**config.mk**
```make
export PLATFORM = sky130hd
export DESIGN_NAME = rv_exec_top
export DESIGN_NICKNAME = d
export VERILOG_FILES = /design/src/source/rv_exec_pkg.sv /design/src/source/rv_exec_top.sv /design/src/source/rv_result.sv /design/src/source/rv_execute.sv /design/src/source/rv_decode.sv /design/src/source/rv_alu.sv
export SDC_FILE = /design/constraint.sdc
export NUM_CORES = 2
export LEC_CHECK = 0
export BUFFER_PORTS_ARGS = -buffer_cell sky130_fd_sc_hd__buf_4
export CELL_PAD_IN_SITES_DETAIL_PLACEMENT = 0
export CELL_PAD_IN_SITES_GLOBAL_PLACEMENT = 1
export CORE_MARGIN = 2
export CORE_UTILIZATION = 57
export DETAILED_ROUTE_END_ITERATION = 16
export GPL_TIMING_DRIVEN = 0
export PLACE_DENSITY_LB_ADDON = 0.25
export RECOVER_POWER = 25
export SYNTH_ARGS = -nofsm -noshare
export SYNTH_HDL_FRONTEND = slang
export SYNTH_SLANG_ARGS = --single-unit
export TNS_END_PERCENT = 50
```
**constraint.sdc**
```tcl
create_clock -name clk -period 158.8 [get_ports clk]
set_input_delay 47.64 -clock clk [delete_from_list [all_inputs] [get_ports clk]]
set_output_delay 47.64 -clock clk [all_outputs]
set_load 0.005 [all_outputs]
```
**src/source/rv_exec_pkg.sv**
```systemverilog
package rv_exec_pkg;

    typedef logic [31:0] xlen_t;
    typedef logic [4:0]  reg_addr_t;
    typedef logic [3:0]  alu_op_t;
    typedef logic [2:0]  br_cond_t;

    // alu op is {funct7[5], funct3} for the register forms.
    localparam alu_op_t ALU_ADD  = 4'b0000;
    localparam alu_op_t ALU_SLL  = 4'b0001;
    localparam alu_op_t ALU_SLT  = 4'b0010;
    localparam alu_op_t ALU_SLTU = 4'b0011;
    localparam alu_op_t ALU_XOR  = 4'b0100;
    localparam alu_op_t ALU_SRL  = 4'b0101;
    localparam alu_op_t ALU_OR   = 4'b0110;
    localparam alu_op_t ALU_AND  = 4'b0111;
    localparam alu_op_t ALU_SUB  = 4'b1000;
    localparam alu_op_t ALU_SRA  = 4'b1101;
    localparam alu_op_t ALU_PASS = 4'b1111; // operand 2 through, for lui.

    localparam br_cond_t BR_EQ  = 3'b000;
    localparam br_cond_t BR_NE  = 3'b001;
    localparam br_cond_t BR_LT  = 3'b100;
    localparam br_cond_t BR_GE  = 3'b101;
    localparam br_cond_t BR_LTU = 3'b110;
    localparam br_cond_t BR_GEU = 3'b111;

    localparam logic [6:0] OPC_LUI    = 7'b0110111;
    localparam logic [6:0] OPC_AUIPC  = 7'b0010111;
    localparam logic [6:0] OPC_JAL    = 7'b1101111;
    localparam logic [6:0] OPC_JALR   = 7'b1100111;
    localparam logic [6:0] OPC_BRANCH = 7'b1100011;
    localparam logic [6:0] OPC_OP_IMM = 7'b0010011;
    localparam logic [6:0] OPC_OP     = 7'b0110011;

    typedef struct packed {
        logic      valid;
        xlen_t     pc;
        xlen_t     imm;
        reg_addr_t rd;
        reg_addr_t rs1;
        reg_addr_t rs2;
        xlen_t     rs1_data;
        xlen_t     rs2_data;
        alu_op_t   alu_op;
        logic      src1_is_pc;
        logic      src2_is_imm;
        logic      is_jal;
        logic      is_jalr;
        logic      is_branch;
        br_cond_t  br_cond;
        logic      writes_rd;
        logic      illegal;
    } decoded_t;

    typedef struct packed {
        logic      valid;
        xlen_t     pc;
        reg_addr_t rd;
        xlen_t     wdata;
        logic      writes_rd;
        logic      illegal;
    } executed_t;

    typedef struct packed {
        xlen_t     pc;
        reg_addr_t rd;
        xlen_t     wdata;
        logic      we;
        logic      illegal;
    } retire_t;

endpackage
```
**src/source/rv_exec_top.sv**
```systemverilog
`timescale 1ns/100ps

module rv_exec_top import rv_exec_pkg::*; #(
    parameter int BYPASS_DEPTH = 4
) (
    input  logic    clk,
    input  logic    rst,
    input  logic    inst_valid,
    output logic    inst_ready,
    input  xlen_t   inst,
    input  xlen_t   pc,
    output logic    retire_valid,
    output retire_t retire,
    input  logic    retire_ready,
    output logic    redirect_valid,
    output xlen_t   redirect_pc,
    input  logic    redirect_ack
);

    logic      advance;
    reg_addr_t rf_rs1;
    reg_addr_t rf_rs2;
    xlen_t     rf_rs1_data;
    xlen_t     rf_rs2_data;
    decoded_t  dec;
    executed_t exe;

    assign advance    = retire_ready; // one global stall.
    assign inst_ready = retire_ready;

    rv_decode decode_i (
        .clk         (clk),
        .rst         (rst),
        .advance     (advance),
        .inst_valid  (inst_valid),
        .inst        (inst),
        .pc          (pc),
        .rf_rs1      (rf_rs1),
        .rf_rs2      (rf_rs2),
        .rf_rs1_data (rf_rs1_data),
        .rf_rs2_data (rf_rs2_data),
        .dec         (dec)
    );

    rv_execute #(
        .BYPASS_DEPTH (BYPASS_DEPTH)
    ) execute_i (
        .clk            (clk),
        .rst            (rst),
        .advance        (advance),
        .dec            (dec),
        .exe            (exe),
        .redirect_valid (redirect_valid),
        .redirect_pc    (redirect_pc),
        .redirect_ack   (redirect_ack)
    );

    rv_result result_i (
        .clk          (clk),
        .rst          (rst),
        .advance      (advance),
        .exe          (exe),
        .rf_rs1       (rf_rs1),
        .rf_rs2       (rf_rs2),
        .rf_rs1_data  (rf_rs1_data),
        .rf_rs2_data  (rf_rs2_data),
        .retire_valid (retire_valid),
        .retire       (retire)
    );

endmodule

```
**src/source/rv_result.sv**
```systemverilog
`timescale 1ns/100ps

module rv_result import rv_exec_pkg::*; (
    input  logic      clk,
    input  logic      rst,
    input  logic      advance,
    input  executed_t exe,
    input  reg_addr_t rf_rs1,
    input  reg_addr_t rf_rs2,
    output xlen_t     rf_rs1_data,
    output xlen_t     rf_rs2_data,
    output logic      retire_valid,
    output retire_t   retire
);

    xlen_t regs [1:31]; // x0 is not stored.
    logic  rf_we;

    assign rf_we = advance && exe.valid && exe.writes_rd && (exe.rd != '0);

    always_ff @(posedge clk or posedge rst) begin
        if (rst) begin
            for (int i = 1; i < 32; i++) begin
                regs[i] <= '0;
            end
        end else if (rf_we) begin
            regs[exe.rd] <= exe.wdata;
        end
    end

    assign rf_rs1_data = (rf_rs1 == '0) ? '0 : regs[rf_rs1];
    assign rf_rs2_data = (rf_rs2 == '0) ? '0 : regs[rf_rs2];

    always_ff @(posedge clk or posedge rst) begin
        if (rst) begin
            retire_valid <= 1'b0;
            retire       <= '0;
        end else if (advance) begin
            retire_valid <= exe.valid;
            if (exe.valid) begin
                retire.pc      <= exe.pc;
                retire.rd      <= exe.rd;
                retire.wdata   <= exe.wdata;
                retire.we      <= exe.writes_rd && (exe.rd != '0);
                retire.illegal <= exe.illegal;
            end
        end
    end

    // an illegal record never reaches the write port.
    assert property (@(posedge clk) disable iff (rst)
        exe.valid && exe.illegal |-> !exe.writes_rd);

endmodule

```
**src/source/rv_execute.sv**
```systemverilog
`timescale 1ns/100ps

module rv_execute import rv_exec_pkg::*; #(
    parameter int BYPASS_DEPTH = 4
) (
    input  logic      clk,
    input  logic      rst,
    input  logic      advance,
    input  decoded_t  dec,
    output executed_t exe,
    output logic      redirect_valid,
    output xlen_t     redirect_pc,
    input  logic      redirect_ack
);

    reg_addr_t hist_rd   [BYPASS_DEPTH];
    xlen_t     hist_data [BYPASS_DEPTH];
    xlen_t     fwd_rs1;
    xlen_t     fwd_rs2;
    xlen_t     src1;
    xlen_t     src2;
    xlen_t     alu_result;
    logic      taken;
    xlen_t     pc_plus4;
    xlen_t     target;
    xlen_t     wdata;
    logic      jumps;
    logic      live;
    logic      take_redirect;
    logic      ack_seen;

    // index 0 is newest, so scan oldest first and let newer hits override.
    always_comb begin
        fwd_rs1 = dec.rs1_data;
        fwd_rs2 = dec.rs2_data;
        for (int i = BYPASS_DEPTH - 1; i >= 0; i--) begin
            if ((hist_rd[i] == dec.rs1) && (dec.rs1 != '0)) fwd_rs1 = hist_data[i];
            if ((hist_rd[i] == dec.rs2) && (dec.rs2 != '0)) fwd_rs2 = hist_data[i];
        end
    end

    assign src1 = dec.src1_is_pc  ? dec.pc  : fwd_rs1;
    assign src2 = dec.src2_is_imm ? dec.imm : fwd_rs2;

    rv_alu alu_i (
        .alu_op  (dec.alu_op),
        .src1    (src1),
        .src2    (src2),
        .cmp_a   (fwd_rs1),
        .cmp_b   (fwd_rs2),
        .br_cond (dec.br_cond),
        .result  (alu_result),
        .taken   (taken)
    );

    assign pc_plus4 = dec.pc + 32'd4;
    assign target   = dec.is_jalr ? {alu_result[31:1], 1'b0} : alu_result;
    assign wdata    = (dec.is_jal || dec.is_jalr) ? pc_plus4 : alu_result; // link value.
    assign jumps    = dec.is_jal || dec.is_jalr || (dec.is_branch && taken);

    // younger records are squashed while a redirect is pending.
    assign live          = dec.valid && !redirect_valid;
    assign take_redirect = live && jumps && (target != pc_plus4);

    always_ff @(posedge clk or posedge rst) begin
        if (rst) begin
            redirect_valid <= 1'b0;
            redirect_pc    <= '0;
            ack_seen       <= 1'b0;
        end else begin
            // an ack during a stall is kept until the next advancing edge.
            if (advance && redirect_valid && (redirect_ack || ack_seen)) begin
                redirect_valid <= 1'b0;
                ack_seen       <= 1'b0;
            end else if (redirect_valid && redirect_ack) begin
                ack_seen <= 1'b1;
            end
            if (advance && take_redirect) begin
                redirect_valid <= 1'b1;
                redirect_pc    <= target;
            end
        end
    end

    always_ff @(posedge clk or posedge rst) begin
        if (rst) begin
            exe <= '0;
        end else if (advance) begin
            exe.valid     <= live;
            exe.pc        <= dec.pc;
            exe.rd        <= dec.rd;
            exe.wdata     <= wdata;
            exe.writes_rd <= dec.writes_rd;
            exe.illegal   <= dec.illegal;
        end
    end

    always_ff @(posedge clk or posedge rst) begin
        if (rst) begin
            for (int i = 0; i < BYPASS_DEPTH; i++) begin
                hist_rd[i]   <= '0;
                hist_data[i] <= '0;
            end
        end else if (advance && live && dec.writes_rd) begin
            for (int i = BYPASS_DEPTH - 1; i > 0; i--) begin
                hist_rd[i]   <= hist_rd[i-1];
                hist_data[i] <= hist_data[i-1];
            end
            hist_rd[0]   <= dec.rd;
            hist_data[0] <= wdata;
        end
    end

    assert property (@(posedge clk) disable iff (rst)
        redirect_valid && !redirect_ack && !ack_seen |=> redirect_valid);

endmodule

```
**src/source/rv_decode.sv**
```systemverilog
`timescale 1ns/100ps

module rv_decode import rv_exec_pkg::*; (
    input  logic      clk,
    input  logic      rst,
    input  logic      advance,
    input  logic      inst_valid,
    input  xlen_t     inst,
    input  xlen_t     pc,
    output reg_addr_t rf_rs1,
    output reg_addr_t rf_rs2,
    input  xlen_t     rf_rs1_data,
    input  xlen_t     rf_rs2_data,
    output decoded_t  dec
);

    logic [6:0] opcode;
    logic [2:0] funct3;
    logic [6:0] funct7;
    xlen_t      imm_i;
    xlen_t      imm_b;
    xlen_t      imm_u;
    xlen_t      imm_j;
    decoded_t   dec_d;

    assign opcode = inst[6:0];
    assign funct3 = inst[14:12];
    assign funct7 = inst[31:25];

    assign imm_i = {{20{inst[31]}}, inst[31:20]};
    assign imm_b = {{19{inst[31]}}, inst[31], inst[7], inst[30:25], inst[11:8], 1'b0};
    assign imm_u = {inst[31:12], 12'h000};
    assign imm_j = {{11{inst[31]}}, inst[31], inst[19:12], inst[20], inst[30:21], 1'b0};

    assign rf_rs1 = inst[19:15];
    assign rf_rs2 = inst[24:20];

    always_comb begin
        dec_d             = '0;
        dec_d.valid       = inst_valid;
        dec_d.pc          = pc;
        dec_d.imm         = imm_i;
        dec_d.rd          = inst[11:7];
        dec_d.rs1         = rf_rs1;
        dec_d.rs2         = rf_rs2;
        dec_d.rs1_data    = rf_rs1_data;
        dec_d.rs2_data    = rf_rs2_data;
        dec_d.alu_op      = ALU_ADD;
        dec_d.br_cond     = funct3;
        case (opcode)
            OPC_LUI: begin
                dec_d.imm         = imm_u;
                dec_d.alu_op      = ALU_PASS;
                dec_d.src2_is_imm = 1'b1;
                dec_d.writes_rd   = 1'b1;
            end
            OPC_AUIPC: begin
                dec_d.imm         = imm_u;
                dec_d.src1_is_pc  = 1'b1;
                dec_d.src2_is_imm = 1'b1;
                dec_d.writes_rd   = 1'b1;
            end
            OPC_JAL: begin
                dec_d.imm         = imm_j;
                dec_d.src1_is_pc  = 1'b1;
                dec_d.src2_is_imm = 1'b1;
                dec_d.is_jal      = 1'b1;
                dec_d.writes_rd   = 1'b1;
            end
            OPC_JALR: begin
                dec_d.src2_is_imm = 1'b1;
                dec_d.is_jalr     = 1'b1;
                dec_d.writes_rd   = 1'b1;
                dec_d.illegal     = (funct3 != 3'b000);
            end
            OPC_BRANCH: begin
                dec_d.imm         = imm_b; // target on the adder, compare apart.
                dec_d.src1_is_pc  = 1'b1;
                dec_d.src2_is_imm = 1'b1;
                dec_d.is_branch   = 1'b1;
                dec_d.illegal     = (funct3[2:1] == 2'b01);
            end
            OPC_OP_IMM: begin
                dec_d.src2_is_imm = 1'b1;
                dec_d.writes_rd   = 1'b1;
                dec_d.alu_op      = {1'b0, funct3};
                if (funct3 == 3'b001) begin
                    dec_d.illegal = (funct7 != 7'b0000000);
                end else if (funct3 == 3'b101) begin
                    dec_d.alu_op  = {funct7[5], funct3};
                    dec_d.illegal = (funct7 != 7'b0000000) && (funct7 != 7'b0100000);
                end
            end
            OPC_OP: begin
                dec_d.writes_rd = 1'b1;
                dec_d.alu_op    = {funct7[5], funct3};
                if (funct7 == 7'b0100000) begin
                    dec_d.illegal = (funct3 != 3'b000) && (funct3 != 3'b101);
                end else begin
                    dec_d.illegal = (funct7 != 7'b0000000);
                end
            end
            default: dec_d.illegal = 1'b1;
        endcase
        // an illegal op retires quietly.
        if (dec_d.illegal) begin
            dec_d.writes_rd = 1'b0;
            dec_d.is_jal    = 1'b0;
            dec_d.is_jalr   = 1'b0;
            dec_d.is_branch = 1'b0;
        end
    end

    always_ff @(posedge clk or posedge rst) begin
        if (rst) begin
            dec <= '0;
        end else if (advance) begin
            dec <= dec_d;
        end
    end

    assert property (@(posedge clk) disable iff (rst)
        inst_valid |-> !$isunknown(inst));

endmodule

```
**src/source/rv_alu.sv**
```systemverilog
`timescale 1ns/100ps

module rv_alu import rv_exec_pkg::*; (
    input  alu_op_t  alu_op,
    input  xlen_t    src1,
    input  xlen_t    src2,
    input  xlen_t    cmp_a,
    input  xlen_t    cmp_b,
    input  br_cond_t br_cond,
    output xlen_t    result,
    output logic     taken
);

    logic [4:0] shamt;
    logic       lt_signed;
    logic       lt_unsigned;
    logic       equal;

    assign shamt = src2[4:0];

    always_comb begin
        case (alu_op)
            ALU_ADD:  result = src1 + src2;
            ALU_SUB:  result = src1 - src2;
            ALU_SLL:  result = src1 << shamt;
            ALU_SLT:  result = {31'd0, $signed(src1) < $signed(src2)};
            ALU_SLTU: result = {31'd0, src1 < src2};
            ALU_XOR:  result = src1 ^ src2;
            ALU_SRL:  result = src1 >> shamt;
            ALU_SRA:  result = xlen_t'($signed(src1) >>> shamt);
            ALU_OR:   result = src1 | src2;
            ALU_AND:  result = src1 & src2;
            ALU_PASS: result = src2;
            default:  result = src1 + src2;
        endcase
    end

    // comparator runs on the register operands.
    assign equal       = (cmp_a == cmp_b);
    assign lt_signed   = ($signed(cmp_a) < $signed(cmp_b));
    assign lt_unsigned = (cmp_a < cmp_b);

    always_comb begin
        case (br_cond)
            BR_EQ:   taken = equal;
            BR_NE:   taken = !equal;
            BR_LT:   taken = lt_signed;
            BR_GE:   taken = !lt_signed;
            BR_LTU:  taken = lt_unsigned;
            BR_GEU:  taken = !lt_unsigned;
            default: taken = 1'b0;
        endcase
    end

endmodule

```
==> impl_metrics.env <==
export IMPL_status="finished with violations"
export IMPL_violations="max-capacitance violations, max-slew violations"
export IMPL_crit_start="retire_ready"
export IMPL_post_cts_setup_buffer_count=0
export IMPL_synth_xor_area_share_pct=0.928
export IMPL_path_buf_inv=2
export IMPL_worst_pin_slew_ps=6900
export IMPL_post_route_period_util_pct=60.1
export IMPL_cts_buffer_depth=3
export IMPL_ant_nets=0
export IMPL_start_util_pct=57.4
export IMPL_dp_hpwl_mm=317
export IMPL_crit_path_end_kind="primary output"
export IMPL_ioPinCount=175
export IMPL_hold_path_class="register to register"
export IMPL_rsz0062_at_grt="false"
export IMPL_maxCapViolCount=30
export IMPL_gp_congestion=1.13
export IMPL_cts_hold_buf=0
export IMPL_grt_pass1_wl_mm=603
export IMPL_root_buffer="clkbuf_16"
export IMPL_fin_nets=7703
export IMPL_worstPathRequired_ps=111160
export IMPL_syn_to_final_growth_pct=10.7
export IMPL_p_total_w=0.00104
export IMPL_cp_max_fo=2
export IMPL_finalSetupViolCount=0
export IMPL_numCtsBuffers=147
export IMPL_cts_max_level=4
export IMPL_clk_latency_ps=840
export IMPL_antenna_found_initial=32
export IMPL_crit_top_cell="buf_4"
export IMPL_hold_start="decode_i.dec[0]$_DFFE_PP0P_"
export IMPL_relSlewSlack_pct=-360
export IMPL_ys_seq_area_share_pct=41.7
export IMPL_drv_slew=1042
export IMPL_peakVddDrop_uv=10.2
export IMPL_max_stage_delay_ps=120
export IMPL_synthMuxAreaShare_pct=34.2
export IMPL_synth_edff_count=0
export IMPL_dr_pass1_iters=11
export IMPL_portBuffers=165
export IMPL_drc=0
export IMPL_synth_area_mm2=0.0886
export IMPL_ys_flop_type="dfrtp_1"
export IMPL_synth_cells=7147
export IMPL_worstPathArrival_ps=47870
export IMPL_utilization_pct=63.6
export IMPL_finalClockSkew_ps=49.8
export IMPL_dp_cells=9390
export IMPL_vias_per_cell=7.98
export IMPL_synthAdderAreaFrac_pct=1.88
export IMPL_wl_per_cell_um=45.1
export IMPL_finalCriticalPeriod_ps=95510
export IMPL_yosysWarningCount=0
export IMPL_drive_gt1_share_pct=34.6
export IMPL_p_per_area_mw_per_mm2=10.6
export IMPL_synth_seq_cells=1476
export IMPL_wirelength_mm=437
export IMPL_tns_ps=0
export IMPL_syn_num_nets=7348
export IMPL_fmaxAchievable_mhz=10.5
export IMPL_cts_resized=0
export IMPL_die_width_um=398
export IMPL_drtIter0Drc=12700
export IMPL_grt_max_degree=132
export IMPL_fp_dieArea_mm2=0.159
export IMPL_fp_dieH_um=398
export IMPL_criticalPathCategory="input port to primary output"
export IMPL_coreArea_mm2=0.154
export IMPL_rows=144
export IMPL_cts_sinks=1476
export IMPL_clk_pin_slew_ps=60
export IMPL_grt_use_total_pct=55.0
export IMPL_grt_overflow=0
export IMPL_p_leak_nw=43.9
export IMPL_critPathLaunchType="input port"
export IMPL_async_flop_share_pct=100
export IMPL_worst_path_max_delay_cell="buf_4"
export IMPL_grt_pass1_vias=76100
export IMPL_synthSimpleGateAreaFrac_pct=5.80
export IMPL_vias=77400
export IMPL_stdcell_count=9695
export IMPL_worstPathCellList="buf_4 > buf_4"
export IMPL_r2r_start="decode_i.dec[78]$_DFFE_PP0P_"
export IMPL_ys_types=118
export IMPL_avgSynthCellArea_um2=12.4
export IMPL_synth_compound_area_share_pct=11.6
export IMPL_crit_family="buffers and inverters"
export IMPL_hold_viol_final=0
export IMPL_cts_tree="built"
export IMPL_synth_top_family_by_area="multiplexers"
## placed cells by master, fill, tap and decap left out, types with 144 or more instances in the layout
| cell | synthesis | routed |
|---|---|---|
| o21ai_0 | 302 | 288 |
| clkbuf_16 | 0 | 150 |
| buf_4 | 16 | 195 |
| nor2_1 | 319 | 318 |
| mux2_2 | 1340 | 1340 |
| dfrtp_1 | 1476 | 1476 |
| clkbuf_1 | 447 | 459 |
| mux4_2 | 577 | 577 |
| mux2i_1 | 185 | 184 |
| inv_1 | 145 | 144 |
| nand2_1 | 319 | 319 |
| a21oi_1 | 208 | 208 |
## Yosys cell counts (17+ instances only)
master	instances	area, µm²
nor3_1	53	265
and2_1	40	250
buf_6	20	225
mux2_4	18	270
a22oi_1	47	353
mux2_2	1340	15100
mux2i_1	185	1850
xor2_1	37	324
o2bb2ai_1	71	622
a221oi_1	21	184
nor2b_1	26	163
nand2b_1	17	106
a211oi_1	44	330
o2111ai_1	37	324
o22ai_1	98	613
clkbuf_1	447	1680
buf_2	58	290
a22o_1	68	596
nand4b_1	23	201
o31ai_1	27	203
o32a_1	35	350
nand2_1	319	1200
mux4_2	577	13000
o21a_1	33	248
ha_1	130	1630
buf_1	128	480
o211ai_1	69	518
a32o_1	38	380
nand3_1	73	365
xnor2_1	55	482
a21o_1	35	263
o21ai_0	302	1510
dfrtp_1	1476	36900
nor4_1	21	131
nand4_1	33	206
inv_1	145	544
a21oi_1	208	1040
o211ai_2	21	263
and3_1	60	375
a31oi_1	44	275
nor2_1	319	1200
## final timing paths
kind                                                        endpoint  slack, ps  depth (start not counted)
worst min register to register           decode_i.dec[0]$_DFFE_PP0P_        480                          1
worst max register to register  execute_i.redirect_pc[8]$_DFFE_PP0P_     147300                         29
max in group asynchronous             result_i.regs[718]$_DFFE_PP0P_      98150                          4
worst max-delay path                                      inst_ready      63290                          2
min in group asynchronous                decode_i.dec[6]$_DFFE_PP0P_      48430                          2
worst min-delay path                     decode_i.dec[0]$_DFFE_PP0P_        480                          1
## sequential cells by signal, indices dropped and copies added (netlist names)
| register | flops |
|---|---|
| execute_i.exe | 72 |
| result_i.retire_valid | 1 |
| execute_i.ack_seen | 1 |
| execute_i.hist_data | 128 |
| execute_i.redirect_valid | 1 |
| decode_i.dec | 158 |
| result_i.regs | 992 |
| result_i.retire | 71 |
| execute_i.redirect_pc | 32 |
| execute_i.hist_rd | 20 |
## power breakdown
part | total [W] | switching (W) | internal [W]
clock network | 0.000368 | 0.000163 | 0.000206
registers | 0.000409 | 0.0000187 | 0.000390
logic | 0.000264 | 0.000192 | 0.0000714
## stage by stage
step / setup slack, ps / cell area (µm²) / hold slack, ps
after floorplan: 63410 / 88600 / 446
after global placement: 55170 / 92400 / 454
after detailed placement: 63290 / 93000 / 468
after CTS: 63290 / 98000 / 481
after global routing: 63290 / 98000 / 499
final: 63290 / 98100 / 479
## final cells by class
type                    instances  area (µm²)
inverters                     154         587
clock inverters                48         636
flip-flops and latches       1476       36900
multi-input cells            4844       48300
well taps                    2044        2560
diodes                         35        87.6
clock buffers                 215        4370
repair buffers                206        1700
fillers                     11100       56200
plain buffers                 673        2920
## worst register-to-register path, delay by kind of cell, from the launching register on
kind	cells	cell delay, ps
AO/OA/AOI/OAI	9	4060
buffers and inverters	10	3590
AND/OR/NAND/NOR	7	2550
adder cells (fa/ha/maj)	1	390
flip-flops	1	330
multiplexers	1	310
XOR/XNOR	1	180
## cells by family (layout without fill, tap and decap cells)
| kind of cell | Yosys count | after routing |
|---|---|---|
| AOI/OAI and AO/OA | 1428 | 1428 |
| xor gates and xnor gates | 93 | 93 |
| adders and majority gates | 132 | 132 |
| buffers and inverters | 827 | 1296 |
| DFF | 1476 | 1476 |
| muxes | 2127 | 2127 |
| other | 0 | 35 |
| and+or+nand+nor | 1064 | 1064 |
## metal layers
metal | share of wire (%) | up-vias | global-route usage (%)
li1 | - | 28200 | -
met1 | 31 | 38300 | 59.3
met2 | 43 | 7834 | 80.7
met3 | 13 | 3026 | 22.4
met4 | 13 | 32 | 54.4
met5 | 0.14 | - | 1.88
Note: power is estimated with default switching activity, not from simulation.
